==> config.mk <==
export PLATFORM = sky130hd
export DESIGN_NAME = l1d_tag_array_flat
export DESIGN_NICKNAME = d
export VERILOG_FILES = /design/src/l1d_types_pkg.sv /design/src/l1d_array_if.sv /design/src/l1d_tag_array.sv /design/src/flat_wrapper.sv
export VERILOG_INCLUDE_DIRS = /design/src
export SDC_FILE = /design/constraint.sdc
export NUM_CORES = 1
export LEC_CHECK = 0
export BUFFER_PORTS_ARGS = -buffer_cell sky130_fd_sc_hd__buf_4
export CAP_MARGIN = 40
export CELL_PAD_IN_SITES_DETAIL_PLACEMENT = 1
export CELL_PAD_IN_SITES_GLOBAL_PLACEMENT = 1
export CORE_MARGIN = 10
export CORE_UTILIZATION = 55
export CTS_CLUSTER_SIZE = 25
export DETAILED_ROUTE_END_ITERATION = 10
export HOLD_SLACK_MARGIN = 0.06
export PLACE_DENSITY = 0.77
export SKIP_LAST_GASP = 1
export SYNTH_ARGS = -nofsm -noshare
export SYNTH_HDL_FRONTEND = slang
export SYNTH_SLANG_ARGS = --single-unit
==> constraint.sdc <==
create_clock -name clk -period 3.23 [get_ports clk]
set_clock_uncertainty 0.1 [all_clocks]
set_input_delay 0.323 -clock clk [delete_from_list [all_inputs] [get_ports clk]]
set_output_delay 0.323 -clock clk [all_outputs]
set_load 0.05 [all_outputs]
==> src/l1d_config.svh <==
`ifndef L1D_CONFIG_SVH
`define L1D_CONFIG_SVH

// Address map of the direct-mapped data cache.
`define L1D_ADDR_W      32
`define L1D_OFFSET_W    6
`define L1D_INDEX_W     6
`define L1D_TAG_W       20

// Data widths.
`define L1D_WORD_W      32
`define L1D_LINE_W      512

// Number of sets, one line per set.
`define L1D_SETS        64

`endif

==> src/l1d_types_pkg.sv <==
`include "l1d_config.svh"

package l1d_types_pkg;

        // Full byte address from the CPU.
        typedef logic [`L1D_ADDR_W-1:0] addr_t;

        // Address fields.
        typedef logic [`L1D_TAG_W-1:0] tag_t;
        typedef logic [`L1D_INDEX_W-1:0] index_t;

        // Word within a line, offset bits 5 to 2.
        typedef logic [`L1D_OFFSET_W-3:0] word_sel_t;

        // Data payloads.
        typedef logic [`L1D_WORD_W-1:0] word_t;
        typedef logic [`L1D_LINE_W-1:0] line_t;

endpackage

==> src/l1d_array_if.sv <==
`timescale 1ns/1ps

interface l1d_array_if
        import l1d_types_pkg::*;
();

        // Commands from the controller.
        index_t    index;
        word_sel_t word_sel;
        tag_t      req_tag;
        logic      refill;
        logic      update;
        line_t     refill_line;
        word_t     update_word;

        // Registered read results.
        logic      hit;
        word_t     rd_word;

        modport ctrl (
                output index, word_sel, req_tag, refill, update, refill_line, update_word,
                input  hit, rd_word
        );

        modport tag_arr (
                input  index, req_tag, refill,
                output hit
        );

        modport data_arr (
                input  index, word_sel, refill, update, refill_line, update_word,
                output rd_word
        );

endinterface

==> src/l1d_tag_array.sv <==
`timescale 1ns/1ps

`include "l1d_config.svh"

module l1d_tag_array
        import l1d_types_pkg::*;
(
        input  logic         clk,
        input  logic         nrst,
        l1d_array_if.tag_arr arr
);

        logic [`L1D_SETS-1:0] valid;
        tag_t                 tags [`L1D_SETS];

        always_ff @(posedge clk or negedge nrst)
        begin
                if (!nrst)
                begin
                        valid <= '0;
                end
                else if (arr.refill)
                begin
                        valid[arr.index] <= 1'b1;
                end
        end

        always_ff @(posedge clk)
        begin
                if (arr.refill)
                begin
                        tags[arr.index] <= arr.req_tag;
                end
        end

        // Lookup result for the set addressed in the previous cycle.
        always_ff @(posedge clk or negedge nrst)
        begin
                if (!nrst)
                begin
                        arr.hit <= 1'b0;
                end
                else
                begin
                        arr.hit <= valid[arr.index] && (tags[arr.index] == arr.req_tag);
                end
        end

endmodule

==> src/flat_wrapper.sv <==
// flat-port wrapper written by rule: the top's interface ports become plain ports
module l1d_tag_array_flat import l1d_types_pkg::*;
  (clk, nrst, arr_index, arr_req_tag, arr_refill, arr_hit);
  l1d_array_if arr_i ();
  input  logic clk;
  input  logic nrst;
  input wire logic [$bits(arr_i.index)-1:0] arr_index;
  input wire logic [$bits(arr_i.req_tag)-1:0] arr_req_tag;
  input wire logic [$bits(arr_i.refill)-1:0] arr_refill;
  output wire logic [$bits(arr_i.hit)-1:0] arr_hit;
  assign arr_i.index = arr_index;
  assign arr_i.req_tag = arr_req_tag;
  assign arr_i.refill = arr_refill;
  assign arr_hit = arr_i.hit;
  l1d_tag_array u_core (.clk(clk), .nrst(nrst), .arr(arr_i));
endmodule
==> out/results.ini, run 1 <==
[setup_path]
start_kind = flop
end_kind = flop
cp_slowest_cell = or4_4
crit_fanout = 2
required_ns = 3.79
cp_cell_sequence = mux4_2 > a32oi_1 > and3_2 > o2111a_1 > a21oi_1 > nor4b_2 > o211ai_1 > or4_4 > nor4_2
slowest_delay_ns = 0.57
critPathArrivalTime_ns = 3.72
timing_worst_setup_path_type = reg2reg

[sta]
maxSlewViolCount = 0
relSlewSlack_pct = 39.0
post-route-min-period_ns = 3.16
hold_viol_final = 0
finalSetupViolations = 0
min_period_over_period_pct = 97.8
whs_ns = 0.0846
setup-tns-final_ns = 0
worst-slew-pin-transition_ns = 0.915
rsz0062_at_grt = no
fmax_mhz = 316

[layout]
nFillCells = 7722
nNetsFinal = 3302
final_common_cell = edfxtp_1
drive_gt1_share_pct = 31.7
postLayoutCellArea_mm2 = 0.0627
syn_to_final_growth_pct = 20.2
final_cell_mix = edfxtp_1, buf_4, mux2i_1

[job]
cap_violations = 0

[drt]
wirelength_um = 185000
drtIter0Drc = 5372
vias_per_cell = 7.07
drc = 0
routedWlPerCell_um = 39.9
vias = 32800
first_pass_iters = 7
ant_nets = 0

[die]
coreArea_mm2 = 0.0937
fp.dieH_um = 328
die_w_um = 328
start_util_pct = 55.6
ios = 30
rows = 112
dieArea_mm2 = 0.108

[placement]
dpl.hpwl_um = 117000
gp_congestion = 0.943
numPortBuffers = 29
place_area_mm2 = 0.0581

[synth]
yosysSeqAreaShare_pct = 76.8
async_flop_share_pct = 4.83
synthCells = 2755
syn-cell-area_mm2 = 0.0522
synth_seq_cells = 1345
synth_top_flop_cell = edfxtp_1
synth_edf_count = 1280
synth.area.top_cells = edfxtp_1, mux4_2, mux2i_1, dfrtp_1, a22oi_1
synth_top_cell_by_area = edfxtp_1
yosysTopAreaCellShare_pct = 73.7
syn-num-nets = 2784
synth.distinct_cells = 74
synth.yosys.warnings = 0
syn_area_per_cell_um2 = 18.9

[grt]
antenna_found_initial = 10
grt_usage_pct = 34.2
grt_max_degree = 67
overflow = 0
grt_pass1_vias = 33700
grt_pass1_wl_um = 260000

[power]
power_density_mw_per_mm2 = 603
vdd_drop_max_v = 0.000540
total_leakage_power_nw = 21.3

[clock_network]
numClockSinks = 1345
cts_tree = built
ctsRootBufferMaster = clkbuf_16
clk_path_buf_depth = 3
clk_pin_slew_ns = 0.06
h-tree-depth = 4
clkLatencyLatePin_ns = 0.76
cts_buffers = 139

[hold_path]
hold_class = in2reg

[run_status]
status = finished clean

-- worst max-delay path: cells and delay by family, from the launching register on --
kind	cells	cell delay, ns
simple gates	4	1.33
flops	1	0.38
mux	1	0.56
compound gates	4	0.71
-- metal layers --
layer	track usage, %	vias to the layer above	routed length (µm)
li1	-	12400	-
met1	45.7	17000	67000
met2	51.9	2846	83700
met3	9.47	593	23900
met4	16.7	6	10200
met5	0	-	39
-- flip-flops by register name, indices dropped and copies added (netlist names) --
signal / flops
u_core.arr.hit: 1
u_core.valid: 64
u_core.tags: 1280
-- synth_stat cells, types with 15 or more instances --
master	number
clkbuf_1	64
dfrtp_1	65
a22o_1	18
nor4_1	15
edfxtp_1	1280
mux2i_1	178
nor3_1	20
o21ai_0	41
a31oi_1	21
a21oi_1	67
nand3_1	23
nor2_1	103
o22ai_1	36
buf_6	22
or2_2	66
buf_2	41
nand2_1	94
buf_4	20
mux4_2	141
a221oi_1	56
a22oi_1	86
a221o_1	35
mux2_2	49
-- cell families after synthesis --
| group | synth area share [%] |
|---|---|
| flip-flops | 76.8 |
| buffers and inverters | 1.83 |
| AO/OA/AOI/OAI | 6.38 |
| multiplexers | 10.8 |
| AND/OR/NAND/NOR | 3.96 |
| XOR/XNOR | 0.252 |
-- per-stage QoR --
step | power, mW | cells | utilization, % | setup WS, ns
after floorplan | 20.9 | 2755 | - | -0.314
after global placement | 22.3 | 4370 | 62.0 | -0.513
after detailed placement | 22.4 | 4370 | 62.0 | -0.756
after CTS | 37.7 | 4630 | 66.8 | 0.00905
after global routing | 38.6 | 4633 | 66.8 | 0.00136
final | 37.8 | 4637 | 66.8 | 0.0704
-- area by class of cell --
type                            instances  area [µm²]  share of cell area [%]
Antenna cell                            5        12.5                  0.0200
Clock buffer                          188        3860                    6.16
Clock inverter                         58         452                   0.721
Inverter                                6        23.8                  0.0379
Multi-Input combinational cell       1241       11400                    18.2
Sequential cell                      1345       40100                    63.9
Tap cell                             1254        1570                    2.50
Timing Repair Buffer                  540        5270                    8.41
-- report_power, final --
part	leakage [nW]	internal [mW]	switching [mW]
logic	6.91	1.05	1.70
registers	12.3	19.4	0.134
clock network	2.09	8.78	6.74
total	21.3	29.2	8.57
-- path summary, 6_finish.rpt --
path,start,end,slack [ns],cells past startpoint
max in group asynchronous,nrst,u_core.valid[39],2.08,3
worst min-delay path,arr_req_tag[12],u_core.arr.hit,0.08,5
worst max-delay path,u_core.tags[4][8],u_core.arr.hit,0.07,9
min in group asynchronous,nrst,u_core.valid[42],0.15,2
worst min register to register,u_core.valid[3],u_core.valid[3],0.37,1
worst max register to register,u_core.tags[4][8],u_core.arr.hit,0.07,9
-- what timing repair did --
action,in CTS,in global routing
endpoints found under the setup margin,1,1
pin swaps,0,11
hold buffers,14,0
resized for setup,3,11
buffers inserted,0,1
endpoints found under the hold margin,198,0
No activity file was read; power rests on OpenSTA's default activity.
==> run 2, diff against run 1 <==
--- a/config.mk
+++ b/config.mk
@@ -6,12 +6,13 @@
 export SDC_FILE = /design/constraint.sdc
 export NUM_CORES = 1
 export LEC_CHECK = 0
+export ABC_AREA = 1
 export BUFFER_PORTS_ARGS = -buffer_cell sky130_fd_sc_hd__buf_4
 export CAP_MARGIN = 40
 export CELL_PAD_IN_SITES_DETAIL_PLACEMENT = 1
 export CELL_PAD_IN_SITES_GLOBAL_PLACEMENT = 1
 export CORE_MARGIN = 10
-export CORE_UTILIZATION = 55
+export CORE_UTILIZATION = 51
 export CTS_CLUSTER_SIZE = 25
 export DETAILED_ROUTE_END_ITERATION = 10
 export HOLD_SLACK_MARGIN = 0.06
==> run 2 against run 1 <==
Against the previous run: sequential cell count is the same; core utilization shrank 8.5 points; final area grew 2.8%; cell count grew 51%; largest cell class unchanged; wire length shrank 2.2%; via count grew 22%; clock power is essentially flat; critical path depth shrank 2; non-clock buffer count shrank 259; hold slack gained 0.027 ns; largest power group unchanged.
==> out/results.ini, run 2 <==
[die]
dieArea_mm2 = 0.125
rows = 122
fp.dieH_um = 353
coreArea_mm2 = 0.110
start_util_pct = 51.2
die_w_um = 353
ios = 30

[clock_network]
post_cts_resized = 0
cts_buffers = 142
ctsRootBufferMaster = clkbuf_16
h-tree-depth = 4
clk_pin_slew_ns = 0.06
numClockSinks = 1345
cts_tree = built
clk_path_buf_depth = 3
clkLatencyLatePin_ns = 0.78

[synth]
synth_top_cell_by_area = edfxtp_1
synth_seq_cells = 1345
synthCells = 5220
yosysMostFrequentCell = nand2_1
synth_top_flop_cell = edfxtp_1
syn_area_per_cell_um2 = 10.8
synth.area.top_cells = edfxtp_1, nand2_1, inv_1, nand3_1, dfrtp_1
yosysTopAreaCellShare_pct = 68.0
synth.yosys.warnings = 0
synth.distinct_cells = 27
synth.top_cells.by_count = nand2_1, edfxtp_1, inv_1, nor2_1, nand3_1
yosysSeqAreaShare_pct = 70.8
syn-cell-area_mm2 = 0.0566
synth_edf_count = 1280
syn-num-nets = 5249
async_flop_share_pct = 4.83

[sta]
rsz0062_at_grt = no
hold_viol_final = 0
finalSetupViolations = 0
setup-tns-final_ns = 0
post-route-min-period_ns = 2.61
maxSlewViolCount = 0
worst-slew-pin-transition_ns = 0.870
min_period_over_period_pct = 80.9
relSlewSlack_pct = 42.0
fmax_mhz = 383

[setup_path]
r2r_start = u_core.tags[28][16]
crit_fanout = 11
critPathArrivalTime_ns = 2.97
timing_worst_setup_path_type = in2reg
end_kind = flop
required_ns = 3.58
setup.worst_path.end = u_core.tags[63][2]
reg2reg_depth = 12
startpoint = arr_index[3]
timing.rr.end = u_core.arr.hit
start_kind = primary input
rrSetupSlack_ns = 0.79

[layout]
drive_gt1_share_pct = 12.0
syn_to_final_growth_pct = 13.8
fin_cells = 6987
regArea_mm2 = 0.0401
largest_reg_flops = 1280
nFillCells = 11400
final_common_cell = nand2_1
multi_input_area_mm2 = 0.0131
nNetsFinal = 5417
top_register = u_core.tags
reg.largest.list = u_core.tags x1280, u_core.valid x64, u_core.arr.hit x1
final_cell_mix = nand2_1, edfxtp_1, inv_1

[power]
power_density_mw_per_mm2 = 580
total_leakage_power_nw = 26.3
vdd_drop_max_v = 0.000460

[hold_path]
min_from = arr_req_tag[4]
hold_class = in2reg

[run_status]
status = finished clean

[grt]
grt_pass1_wl_um = 269000
antenna_found_initial = 6
grt_pass1_vias = 42800
grt_max_degree = 110
grt_usage_pct = 28.7
overflow = 0

[placement]
gp_congestion = 0.869
dp_cells = 6708
numPortBuffers = 29
dpl.hpwl_um = 108000

[drt]
vias = 39900
drtIter0Drc = 3817
drc = 0
routedWlPerCell_um = 25.9
ant_nets = 0
first_pass_iters = 5
vias_per_cell = 5.71
wirelength_um = 181000

[job]
cap_violations = 0

-- run 2: cell count changes after synthesis, moves of 53 or more --
cell | before | now
nand2_1 | 94 | 1663
inv_1 | 5 | 619
nand3_1 | 23 | 346
nor2_1 | 103 | 358
mux2i_1 | 178 | 0
o21ai_0 | 41 | 204
mux4_2 | 141 | 0
buf_2 | 41 | 140
o21ai_1 | 0 | 91
a22oi_1 | 86 | 0
or2_2 | 66 | 139
a221oi_1 | 56 | 0
o211ai_1 | 9 | 62
-- run 2: logic make-up (layout without fill, tap and decap cells) --
family | count (synthesis) | after routing | share of synthesized area, %
AND/OR/NAND/NOR | 2564 | 2564 | 18.7
flip-flops | 1345 | 1345 | 70.8
buffers and inverters | 882 | 1158 | 6.41
AO/OA/AOI/OAI | 429 | 429 | 4.07
other | 0 | 3 | 0
-- run 2: layer usage --
metal	routed length, µm	vias to the layer above	share of wire [%]	track usage [%]
met5	16	-	0.0089	0
met4	8450	4	4.7	13.4
met3	12500	420	6.9	5.05
met2	88500	1580	49	48.2
met1	71300	20400	39	36.2
li1	-	17500	-	-
-- run 2: timing repair --
action	in CTS	in global routing
endpoints found under the hold margin	681	0
setup buffers	0	0
hold buffers	24	0
-- run 2: cell type report --
cell class                 count  share of cell area [%]
multi-input combinational   2993                    20.3
timing repair buffer         281                    4.23
inverter                     625                    3.66
clock buffer                 184                    5.91
clock inverter                68                   0.777
sequential                  1345                    62.2
tap                         1488                    2.89
antenna                        3                  0.0117
-- run 2: through the flow --
step | util [%] | setup slack [ns] | power (mW) | cell area [µm²] | hold slack [ns]
after detailed placement | 54.2 | 0.129 | 22.1 | 59800 | 0.0528
after global routing | 58.3 | 0.545 | 38.3 | 64400 | 0.125
after floorplan | - | 0.335 | 20.9 | 56600 | -0.0726
final | 58.3 | 0.617 | 37.3 | 64400 | 0.112
after global placement | 54.2 | 0.185 | 22.0 | 59800 | 0.335
after CTS | 58.3 | 0.685 | 37.5 | 64400 | 0.105
-- run 2: how the worst min path moves through the flow --
| stage | end | slack (ns) | depth (start not counted) |
|---|---|---|---|
| global placement | u_core.valid[32] | 0.33 | 2 |
| detailed placement | u_core.valid[56] | 0.05 | 1 |
| finish | u_core.tags[24][4] | 0.11 | 1 |
| CTS | u_core.tags[4][4] | 0.10 | 1 |
| floorplan | u_core.arr.hit | -0.07 | 0 |
| global route | u_core.tags[24][4] | 0.12 | 1 |
-- run 2: power breakdown --
| part | switching [mW] | total (mW) | internal [mW] |
|---|---|---|---|
| combinational | 1.79 | 2.47 | 0.686 |
| clock | 6.74 | 15.5 | 8.77 |
| sequential | 0.0784 | 19.4 | 19.3 |
| total | 8.60 | 37.3 | 28.7 |
-- run 2: critical path, cell delays in order --
cell	delay (ns)
dlygate4sd3_1	0.54
buf_4	0.19
inv_1	0.14
nor2_2	0.51
clkinv_1	0.21
nor2_2	0.68
buf_4	0.36
