### src/l1d_config.svh
`ifndef L1D_CONFIG_SVH
`define L1D_CONFIG_SVH

// Address map of the direct-mapped data cache.
`define L1D_ADDR_W      32
`define L1D_OFFSET_W    6
`define L1D_INDEX_W     6
`define L1D_TAG_W       20

// Data widths.
`define L1D_WORD_W      32
`define L1D_LINE_W      512

// Number of sets, one line per set.
`define L1D_SETS        64

`endif

### src/l1d_types_pkg.sv
`include "l1d_config.svh"

package l1d_types_pkg;

        // Full byte address from the CPU.
        typedef logic [`L1D_ADDR_W-1:0] addr_t;

        // Address fields.
        typedef logic [`L1D_TAG_W-1:0] tag_t;
        typedef logic [`L1D_INDEX_W-1:0] index_t;

        // Word within a line, offset bits 5 to 2.
        typedef logic [`L1D_OFFSET_W-3:0] word_sel_t;

        // Data payloads.
        typedef logic [`L1D_WORD_W-1:0] word_t;
        typedef logic [`L1D_LINE_W-1:0] line_t;

endpackage

### src/l1d_ctrl_pkg.sv
package l1d_ctrl_pkg;

        // CPU request kind.
        typedef enum logic
        {
                op_load,
                op_store
        } cpu_op_e;

        // Controller states.
        typedef enum logic [1:0]
        {
                st_idle,
                st_lookup,
                st_miss_wait,
                st_replay
        } cache_state_e;

endpackage

### src/l1d_array_if.sv
`timescale 1ns/1ps

interface l1d_array_if
        import l1d_types_pkg::*;
();

        // Commands from the controller.
        index_t    index;
        word_sel_t word_sel;
        tag_t      req_tag;
        logic      refill;
        logic      update;
        line_t     refill_line;
        word_t     update_word;

        // Registered read results.
        logic      hit;
        word_t     rd_word;

        modport ctrl (
                output index, word_sel, req_tag, refill, update, refill_line, update_word,
                input  hit, rd_word
        );

        modport tag_arr (
                input  index, req_tag, refill,
                output hit
        );

        modport data_arr (
                input  index, word_sel, refill, update, refill_line, update_word,
                output rd_word
        );

endinterface

### src/l1d_ctrl.sv
`timescale 1ns/1ps

`include "l1d_config.svh"

module l1d_ctrl
        import l1d_types_pkg::*;
        import l1d_ctrl_pkg::*;
(
        input  logic      clk,
        input  logic      nrst,
        input  logic      cpu_req,
        input  cpu_op_e   cpu_op,
        input  addr_t     cpu_addr,
        input  word_t     cpu_wdata,
        input  logic      l2_valid,
        input  line_t     l2_line,
        output logic      stall,
        output logic      rd_valid,
        output word_t     rd_data,
        output logic      l2_req,
        output logic      l2_wr,
        output addr_t     l2_addr,
        output word_t     l2_wdata,
        l1d_array_if.ctrl arr
);

        cache_state_e state;
        addr_t        req_addr;
        cpu_op_e      req_op;
        word_t        req_wdata;
        logic         lookup_wait;
        logic         accept;
        logic         lookup_done;

        assign accept      = (state == st_idle) && cpu_req && !stall;
        assign lookup_done = (state == st_lookup) && !lookup_wait;

        // Array fields come from the latched request.
        assign arr.index       = req_addr[`L1D_OFFSET_W +: `L1D_INDEX_W];
        assign arr.word_sel    = req_addr[`L1D_OFFSET_W-1:2];
        assign arr.req_tag     = req_addr[`L1D_ADDR_W-1 -: `L1D_TAG_W];
        assign arr.refill      = (state == st_miss_wait) && l2_valid;
        assign arr.update      = lookup_done && (req_op == op_store) && arr.hit;
        assign arr.refill_line = l2_line;
        assign arr.update_word = req_wdata;

        // Load data straight from the registered word read.
        assign rd_data = arr.rd_word;

        // Line address for a refill, word address for a write-through.
        assign l2_addr  = (req_op == op_store) ?
                          {req_addr[`L1D_ADDR_W-1:2], 2'b00} :
                          {req_addr[`L1D_ADDR_W-1:`L1D_OFFSET_W], {`L1D_OFFSET_W{1'b0}}};
        assign l2_wdata = req_wdata;

        always_ff @(posedge clk or negedge nrst)
        begin
                if (!nrst)
                begin
                        state       <= st_idle;
                        req_addr    <= '0;
                        req_op      <= op_load;
                        req_wdata   <= '0;
                        lookup_wait <= 1'b0;
                        stall       <= 1'b0;
                        rd_valid    <= 1'b0;
                        l2_req      <= 1'b0;
                        l2_wr       <= 1'b0;
                end
                else
                begin
                        rd_valid <= 1'b0;
                        l2_req   <= 1'b0;
                        l2_wr    <= 1'b0;
                        case (state)
                        st_idle:
                        begin
                                if (accept)
                                begin
                                        req_addr    <= cpu_addr;
                                        req_op      <= cpu_op;
                                        req_wdata   <= cpu_wdata;
                                        lookup_wait <= 1'b1;
                                        stall       <= 1'b1;
                                        state       <= st_lookup;
                                end
                        end
                        st_lookup:
                        begin
                                // First cycle lets the arrays register the new index.
                                if (lookup_wait)
                                begin
                                        lookup_wait <= 1'b0;
                                end
                                else if (req_op == op_store)
                                begin
                                        l2_wr <= 1'b1;
                                        stall <= 1'b0;
                                        state <= st_idle;
                                end
                                else if (arr.hit)
                                begin
                                        rd_valid <= 1'b1;
                                        stall    <= 1'b0;
                                        state    <= st_idle;
                                end
                                else
                                begin
                                        l2_req <= 1'b1;
                                        state  <= st_miss_wait;
                                end
                        end
                        st_miss_wait:
                        begin
                                if (l2_valid)
                                begin
                                        state <= st_replay;
                                end
                        end
                        st_replay:
                        begin
                                // Refilled word is on rd_word from here on.
                                rd_valid <= 1'b1;
                                stall    <= 1'b0;
                                state    <= st_idle;
                        end
                        default:
                        begin
                                state <= st_idle;
                        end
                        endcase
                end
        end

endmodule

### src/flat_wrapper.sv
// flat-port wrapper written by rule: the top's interface ports become plain ports
module l1d_ctrl_flat import l1d_types_pkg::*; import l1d_ctrl_pkg::*;
  (clk, nrst, cpu_req, cpu_op, cpu_addr, cpu_wdata, l2_valid, l2_line, stall, rd_valid, rd_data, l2_req, l2_wr, l2_addr, l2_wdata, arr_index, arr_word_sel, arr_req_tag, arr_refill, arr_update, arr_refill_line, arr_update_word, arr_hit, arr_rd_word);
  l1d_array_if arr_i ();
  input  logic clk;
  input  logic nrst;
  input  logic cpu_req;
  input  cpu_op_e cpu_op;
  input  addr_t cpu_addr;
  input  word_t cpu_wdata;
  input  logic l2_valid;
  input  line_t l2_line;
  output logic stall;
  output logic rd_valid;
  output word_t rd_data;
  output logic l2_req;
  output logic l2_wr;
  output addr_t l2_addr;
  output word_t l2_wdata;
  output wire logic [$bits(arr_i.index)-1:0] arr_index;
  output wire logic [$bits(arr_i.word_sel)-1:0] arr_word_sel;
  output wire logic [$bits(arr_i.req_tag)-1:0] arr_req_tag;
  output wire logic [$bits(arr_i.refill)-1:0] arr_refill;
  output wire logic [$bits(arr_i.update)-1:0] arr_update;
  output wire logic [$bits(arr_i.refill_line)-1:0] arr_refill_line;
  output wire logic [$bits(arr_i.update_word)-1:0] arr_update_word;
  input wire logic [$bits(arr_i.hit)-1:0] arr_hit;
  input wire logic [$bits(arr_i.rd_word)-1:0] arr_rd_word;
  assign arr_index = arr_i.index;
  assign arr_word_sel = arr_i.word_sel;
  assign arr_req_tag = arr_i.req_tag;
  assign arr_refill = arr_i.refill;
  assign arr_update = arr_i.update;
  assign arr_refill_line = arr_i.refill_line;
  assign arr_update_word = arr_i.update_word;
  assign arr_i.hit = arr_hit;
  assign arr_i.rd_word = arr_rd_word;
  l1d_ctrl u_core (.clk(clk), .nrst(nrst), .cpu_req(cpu_req), .cpu_op(cpu_op), .cpu_addr(cpu_addr), .cpu_wdata(cpu_wdata), .l2_valid(l2_valid), .l2_line(l2_line), .stall(stall), .rd_valid(rd_valid), .rd_data(rd_data), .l2_req(l2_req), .l2_wr(l2_wr), .l2_addr(l2_addr), .l2_wdata(l2_wdata), .arr(arr_i));
endmodule
### config.mk
export PLATFORM = sky130hd
export DESIGN_NAME = l1d_ctrl_flat
export DESIGN_NICKNAME = d
export VERILOG_FILES = /design/src/l1d_types_pkg.sv /design/src/l1d_ctrl_pkg.sv /design/src/l1d_array_if.sv /design/src/l1d_ctrl.sv /design/src/flat_wrapper.sv
export VERILOG_INCLUDE_DIRS = /design/src
export SDC_FILE = /design/constraint.sdc
export NUM_CORES = 1
export LEC_CHECK = 0
export ABC_AREA = 1
export BUFFER_PORTS_ARGS = -buffer_cell sky130_fd_sc_hd__clkbuf_2
export CAP_MARGIN = 20
export CORE_AREA = 5 5 503 505
export CTS_CLUSTER_DIAMETER = 120
export DETAILED_ROUTE_END_ITERATION = 16
export DIE_AREA = 0 0 508 510
export PLACE_DENSITY = 0.3
export SYNTH_ARGS = -nofsm -noshare
export SYNTH_HDL_FRONTEND = slang
export SYNTH_SLANG_ARGS = --single-unit
### constraint.sdc
create_clock -name clk -period 1.3 [get_ports clk]
set_input_delay 0.26 -clock clk [delete_from_list [all_inputs] [get_ports clk]]
set_output_delay 0.26 -clock clk [all_outputs]
set_load 0.05 [all_outputs]
==> results of run 1 <==
-- layout make-up --
cell class,instances,area (sq um)
flip-flops and latches,70,1810
inverters,12,50.0
clock buffers,9,225
multi-input cells,218,1140
well taps,3330,4170
clock inverters,7,61.3
fillers,29400,237000
repair buffers,254,3450
-- metrics by stage --
step / TNS (ns) / cells / total power [mW] / area, sq um / hold WS, ns
after floorplan: -0.0956 / 923 / 18.2 / 7360 / -0.0356
after global placement: -0.723 / 3852 / 23.0 / 8980 / 0.324
after detailed placement: -0.851 / 3852 / 23.0 / 8980 / 0.325
after CTS: -21.42 / 3889 / 30.5 / 10600 / 0.0447
after global routing: -27.94 / 3900 / 31.7 / 10900 / 0.0626
final: -19.99 / 3900 / 30.2 / 10900 / 0.0795
-- what timing repair did --
action,in CTS,in global routing
hold buffers,1,0
gates resized for setup,257,88
endpoints found under the setup margin,183,178
endpoints found under the hold margin,70,0
pin swaps,49,14
setup buffers,14,13
gates cloned,8,3
-- registers in the layout (all words and copies together) (netlist names), named ones only --
name / cells
u_core.stall: 1
u_core.lookup_wait: 1
u_core.l2_wr: 1
u_core.rd_valid: 1
u_core.state: 1
u_core.l2_req: 1
u_core.arr.update_word: 32
u_core.req_addr: 30
u_core.req_op: 1
-- cells in the mapped netlist --
cell,count,area share (%)
buf_4,605,62
nand2_1,136,7.0
dfrtp_1,70,24
nand3_1,63,4.3
clkbuf_1,14,0.72
inv_1,11,0.56
nor2_1,6,0.31
buf_2,4,0.27
o21ai_0,4,0.27
a21oi_1,3,0.20
and2_1,1,0.085
conb_1,1,0.051
inv_2,1,0.051
nor2_4,1,0.15
nor3_1,1,0.068
o21bai_1,1,0.10
-- logic make-up (layout without fill, tap and decap cells) --
| kind of cell | after synthesis | in the layout |
|---|---|---|
| compound gates | 8 | 8 |
| buf+inv | 635 | 282 |
| flops | 70 | 70 |
| other cells | 1 | 2 |
| simple gates | 208 | 208 |
-- layer usage --
metal	wire length (um)	vias up	share of wire (%)	GRT usage, %
met3	69400	196	40	24.2
met4	4650	14	2.7	3.15
li1	-	1510	-	-
met1	20400	1844	12	4.34
met5	576	-	0.33	1.46
met2	78300	1197	45	20.4
-- tightest hold or removal path, stage by stage --
cell and delay [ns]:
clkbuf_2 0.08, nand3_1 0.06, nand2_1 0.05
-- worst max path at each step --
stage | from | to | slack [ns] | cells after the start
after global placement | u_core.state[0]$_DFFE_PN0P_ | arr_update | -0.39 | 6
after global routing | flop | arr_update | -0.53 | 5
final | flop | arr_update | -0.43 | 5
after floorplan | u_core.state[0]$_DFFE_PN0P_ | arr_update | -0.1 | 5
after CTS | u_core.state[0]$_DFFE_PN0P_ | arr_update | -0.52 | 6
after detailed placement | u_core.state[0]$_DFFE_PN0P_ | arr_update | -0.22 | 6
-- power groups by stage --
stage	logic [mW]	registers, mW	clock network, mW
floorplan	11.0	7.24	0
global placement	18.3	4.66	0
detailed placement	18.3	4.68	0
CTS	22.7	4.95	2.84
global route	23.6	5.24	2.87
finish	22.5	5.09	2.65
==> run metrics, run 1 <==
outcome=finished with violations; failing checks=negative setup slack; internal power=~14 mW; Psw=around 17 mW; Avg Synthesized Cell Area=about 8 sq um; Port Buffers=197; nature of the critical path startpoint=flop; layout cells sized above 1=63.2%; most common cell after layout, fill and taps aside=nand2_1; antenna viol nets, final=0; min-delay src=cpu_addr[21]; RSZ-0062 raised after global routing=true; multiplexer share of the synthesized area=0%; Cells after Synth=922; via count=4,761; Final HPWL DP=164 mm; DR WL/cell=44.4 um; gp weighted congestion=~0.7; clk_lat worst skew=0.39 ns; largest family of logic cells by synthesized area=buffers and inverters; register area share after synthesis=23.9%; Slowest-stage cell, CP=dfrtp_1; most frequent cells in the layout=123 x nand2_1, 71 x buf_12, 66 x clkbuf_2; Num Clock Sinks=70; critical path class=flop to output pin; worst-path fanout max=3; die area=0.259 sq mm; initial core utilization=2.96%; pre-CTS setup slack=-0.216 ns; Final period util=133%; CP Capture Type=output pin; vias per cell=1.22; CP Cell Sequence=nor2_4 > inv_2 > nor3_4 > and2_4 > buf_12; worst reg-to-reg setup slack=-0.33 ns; DRC=0; Yosys cell types=16; synthesized cell area=0.00733 sq mm; RR Endpoint=u_core.arr.update_word[28]$_DFFE_PN0P_; crit path time final=~1.7 ns; fmax=between 500 and 600 MHz; Worst EP arrival=1.47 ns; Leak=3.43 nW; part of the power in the clock network=8.8%; Synth Area in XOR/XNOR=0%; Synth Area in Simple Gates=11.9%; VDD IR max=793 uV; Buf/Inv on CP=2; number of global-route vias before repair=4,681; Fin. Hold Viols=0; Tightest Hold Check Type=input pin to flop; Slew Viols, Final=0; hold depth=3; Rows=about 180; Layout area overhead=48.7%; flops & latches, synth=70; Ys Warns=0; initial antenna violation count=2; WP data required=around 1.0 ns; Max stage delay on crit path=0.42 ns; total congestion overflow=0; Synth Area in Compound Gates=0.581%; clk buf depth=2; Ports=between 1,000 and 1,500; NumNets Final=1,179; Seq pwr share=16.8%; Comb pwr share=roughly three quarters; Die Width=roughly 510 um; Max Cap Violations=0; CTS tree=yes; First-pass DRT Iterations=4; endpoints failing setup=113; WL final=173 mm; pwr dens=2770 mW/mm^2; GR Util All Layers=12.8%; number of antenna diodes=0; hold path endpoint=u_core.req_addr[21]$_DFFE_PN0P_; root buffer cell=clkbuf_16; Core Area=0.248 sq mm; H-tree levels=3; Post-Synth Adder-Cell Area=0%; Die Ht=510 um; worst setup margin=-0.431 ns; FF-to-FF path depth=9; largest net degree at the start of global routing=71; Clock Pin Slew Worst Setup and Hold Paths=0.08 ns; first-pass GRT wire length=185 mm; DR iter-0 viols=277; switching share of power=55.2%; cell family with most CP delay=simple AND/OR/NAND/NOR gates; TritonCTS buffer count=9; Worst Clk Skew=0.0181 ns; Util after Layout=4.40%
Note: power is estimated with default switching activity, not from simulation.
==> run 2: changes to the inputs <==
Settings changed: CORE_AREA 5 5 503 505 to 2 2 500 502, CTS_BUF_LIST set to sky130_fd_sc_hd__clkbuf_8, DIE_AREA 0 0 508 510 to 0 0 502 504.
==> run 2 against run 1 <==
  * The flow still finishes with violations (negative setup slack)
  * Clock skew decreased by 0.00084 ns
  * Core utilization increased by 0.27 points
  * Cell count increased by 1.4%
  * Sequential cell count unchanged
  * First-iteration DRC count decreased by 3.2%
  * Sequential power increased by 4%
  * Critical path type unchanged
==> run metrics, run 2 (synthesized netlist as in run 1, its figures left out) <==
VDD IR max=678 uV (was 793 uV); RSZ-0062 raised after global routing=true (unchanged); die area=0.253 sq mm (was 0.259 sq mm); Worst Clk Skew=0.0172 ns (was 0.0181 ns); worst-path fanout max=4 (was 3); outcome=finished with violations (unchanged); gp weighted congestion=0.700 (about the same); via count=5,003 (was 4,761); fmax=573 MHz (was 578 MHz); endpoints failing setup=192 (was 113); met3 GRT Util=24.1% (was 24.2%); Die Ht=504 um (was 510 um); clk_lat worst skew=0.44 ns (was 0.39 ns); root buffer cell=clkbuf_8 (was clkbuf_16); total congestion overflow=0 (unchanged); pwr dens=2690 mW/mm^2 (was 2770 mW/mm^2); Layout area overhead=57.7% (was 48.7%); WL final=174 mm (was 173 mm); Die Width=502 um (was 508 um); Placed Area=0.00885 sq mm (was 0.00898 sq mm); DRC=0 (unchanged); Fin. Hold Viols=0 (unchanged); Slew Viols, Final=0 (unchanged); GR Util All Layers=13.3% (was 12.8%); non-filler cells, final=3,955 (was 3,900); failing checks=negative setup slack (unchanged); initial core utilization=2.96% (about the same); Core Area=0.248 sq mm (about the same); FF-to-FF path depth=8 (was 9); vias per cell=1.26 (was 1.22); Clock Pin Slew Worst Setup and Hold Paths=0.09 ns (was 0.08 ns); NumNets Final=1,233 (was 1,179); CP Capture Type=output pin (unchanged); CTS tree=yes (unchanged); crit path time final=1.74 ns (was 1.73 ns); cell count after placement=3,850 (was 3,852); Tightest Hold Check Type=input pin to flop (unchanged); Final period util=134% (was 133%); DR WL/cell=44.0 um (was 44.4 um); Port Buffers=197 (unchanged); hold slack=0.0621 ns (was 0.0795 ns); DR iter-0 viols=268 (was 277); Max Cap Violations=0 (unchanged); max FFs per register=32 (unchanged); largest net degree at the start of global routing=71 (unchanged); met2 Use GR=21.8% (was 20.4%); antenna viol nets, final=0 (unchanged); Worst EP arrival=1.48 ns (was 1.47 ns); hold depth=3 (unchanged); pre-CTS setup slack=-0.152 ns (was -0.216 ns); worst setup margin=-0.445 ns (was -0.431 ns); Num Clock Sinks=70 (unchanged); Util after Layout=4.67% (was 4.40%); most frequent cells in the layout=128 x nand2_1, 79 x buf_8, 66 x clkbuf_2 (was 123 x nand2_1, 71 x buf_12, 66 x clkbuf_2); Rows=183 (unchanged); Final Cell Area=0.0116 sq mm (was 0.0109 sq mm); Leak=3.72 nW (was 3.43 nW); H-tree levels=3 (unchanged); initial antenna violation count=4 (was 2); Final HPWL DP=163 mm (was 164 mm); most common cell after layout, fill and taps aside=nand2_1 (unchanged); WP data required=1.04 ns (about the same); critical path class=flop to output pin (unchanged); number of global-route vias before repair=5,080 (was 4,681); First-pass DRT Iterations=5 (was 4); TritonCTS buffer count=9 (unchanged); clk buf depth=2 (unchanged); Ports=1,290 (unchanged); layout cells sized above 1=58.3% (was 63.2%); nature of the critical path startpoint=flop (unchanged); GRT met1 Usage=4.53% (was 4.34%); most used routing layer=met3 (unchanged); first-pass GRT wire length=188 mm (was 185 mm)
## run 2: metal layers
| metal | routed length, um | vias to the layer above |
|---|---|---|
| met5 | 252 | - |
| met2 | 80500 | 1228 |
| li1 | - | 1617 |
| met4 | 4670 | 6 |
| met1 | 20800 | 1970 |
| met3 | 67600 | 182 |
## run 2: power by group
part | internal, mW | switching [mW]
clock network | 1.14 | 1.24
registers | 3.35 | 1.93
logic | 9.83 | 13.6
## run 2: final cells by class
type,count,area (sq um)
Inverter,12,65.1
Clock buffer,10,138
Antenna cell,1,2.50
Timing Repair Buffer,307,4180
Fill cell,29200,236000
Tap cell,3330,4170
Clock inverter,6,92.6
Sequential cell,70,1820
Multi-Input combinational cell,219,1090
## run 2: stage by stage
step	setup TNS, ns	total power [mW]
finish	-17.39	31.1
global route	-29.26	32.6
CTS	-26.73	30.9
detailed placement	-2.31	22.3
global placement	-2.22	22.3
floorplan	-0.0956	18.2
## run 2: worst paths after layout
path,to,startpoint,slack [ns]
max in group asynchronous,u_core.req_addr[24]$_DFFE_PN0P_,nrst,0.50
worst min register to register,u_core.req_addr[6]$_DFFE_PN0P_,u_core.req_addr[6]$_DFFE_PN0P_,0.56
worst min-delay path,u_core.arr.update_word[12]$_DFFE_PN0P_,cpu_wdata[12],0.06
worst max-delay path,arr_update,flop,-0.44
min in group asynchronous,u_core.arr.update_word[29]$_DFFE_PN0P_,nrst,0.38
worst max register to register,u_core.req_addr[19]$_DFFE_PN0P_,flop,-0.22
## run 2: timing repair
action / in CTS / in global routing
gates cloned: 17 / 1
pin swaps: 9 / 2
endpoints found under the setup margin: 188 / 196
gates resized for setup: 299 / 98
hold endpoints to repair: 110 / 0
hold buffers: 41 / 0
buffers inserted: 25 / 9
## run 2: critical path, cell delays in order, from the launching register on
cell and delay (ns):
dfrtp_1 0.41, nor2_4 0.14, inv_2 0.05, nor3_4 0.13, and2_4 0.19, buf_12 0.13
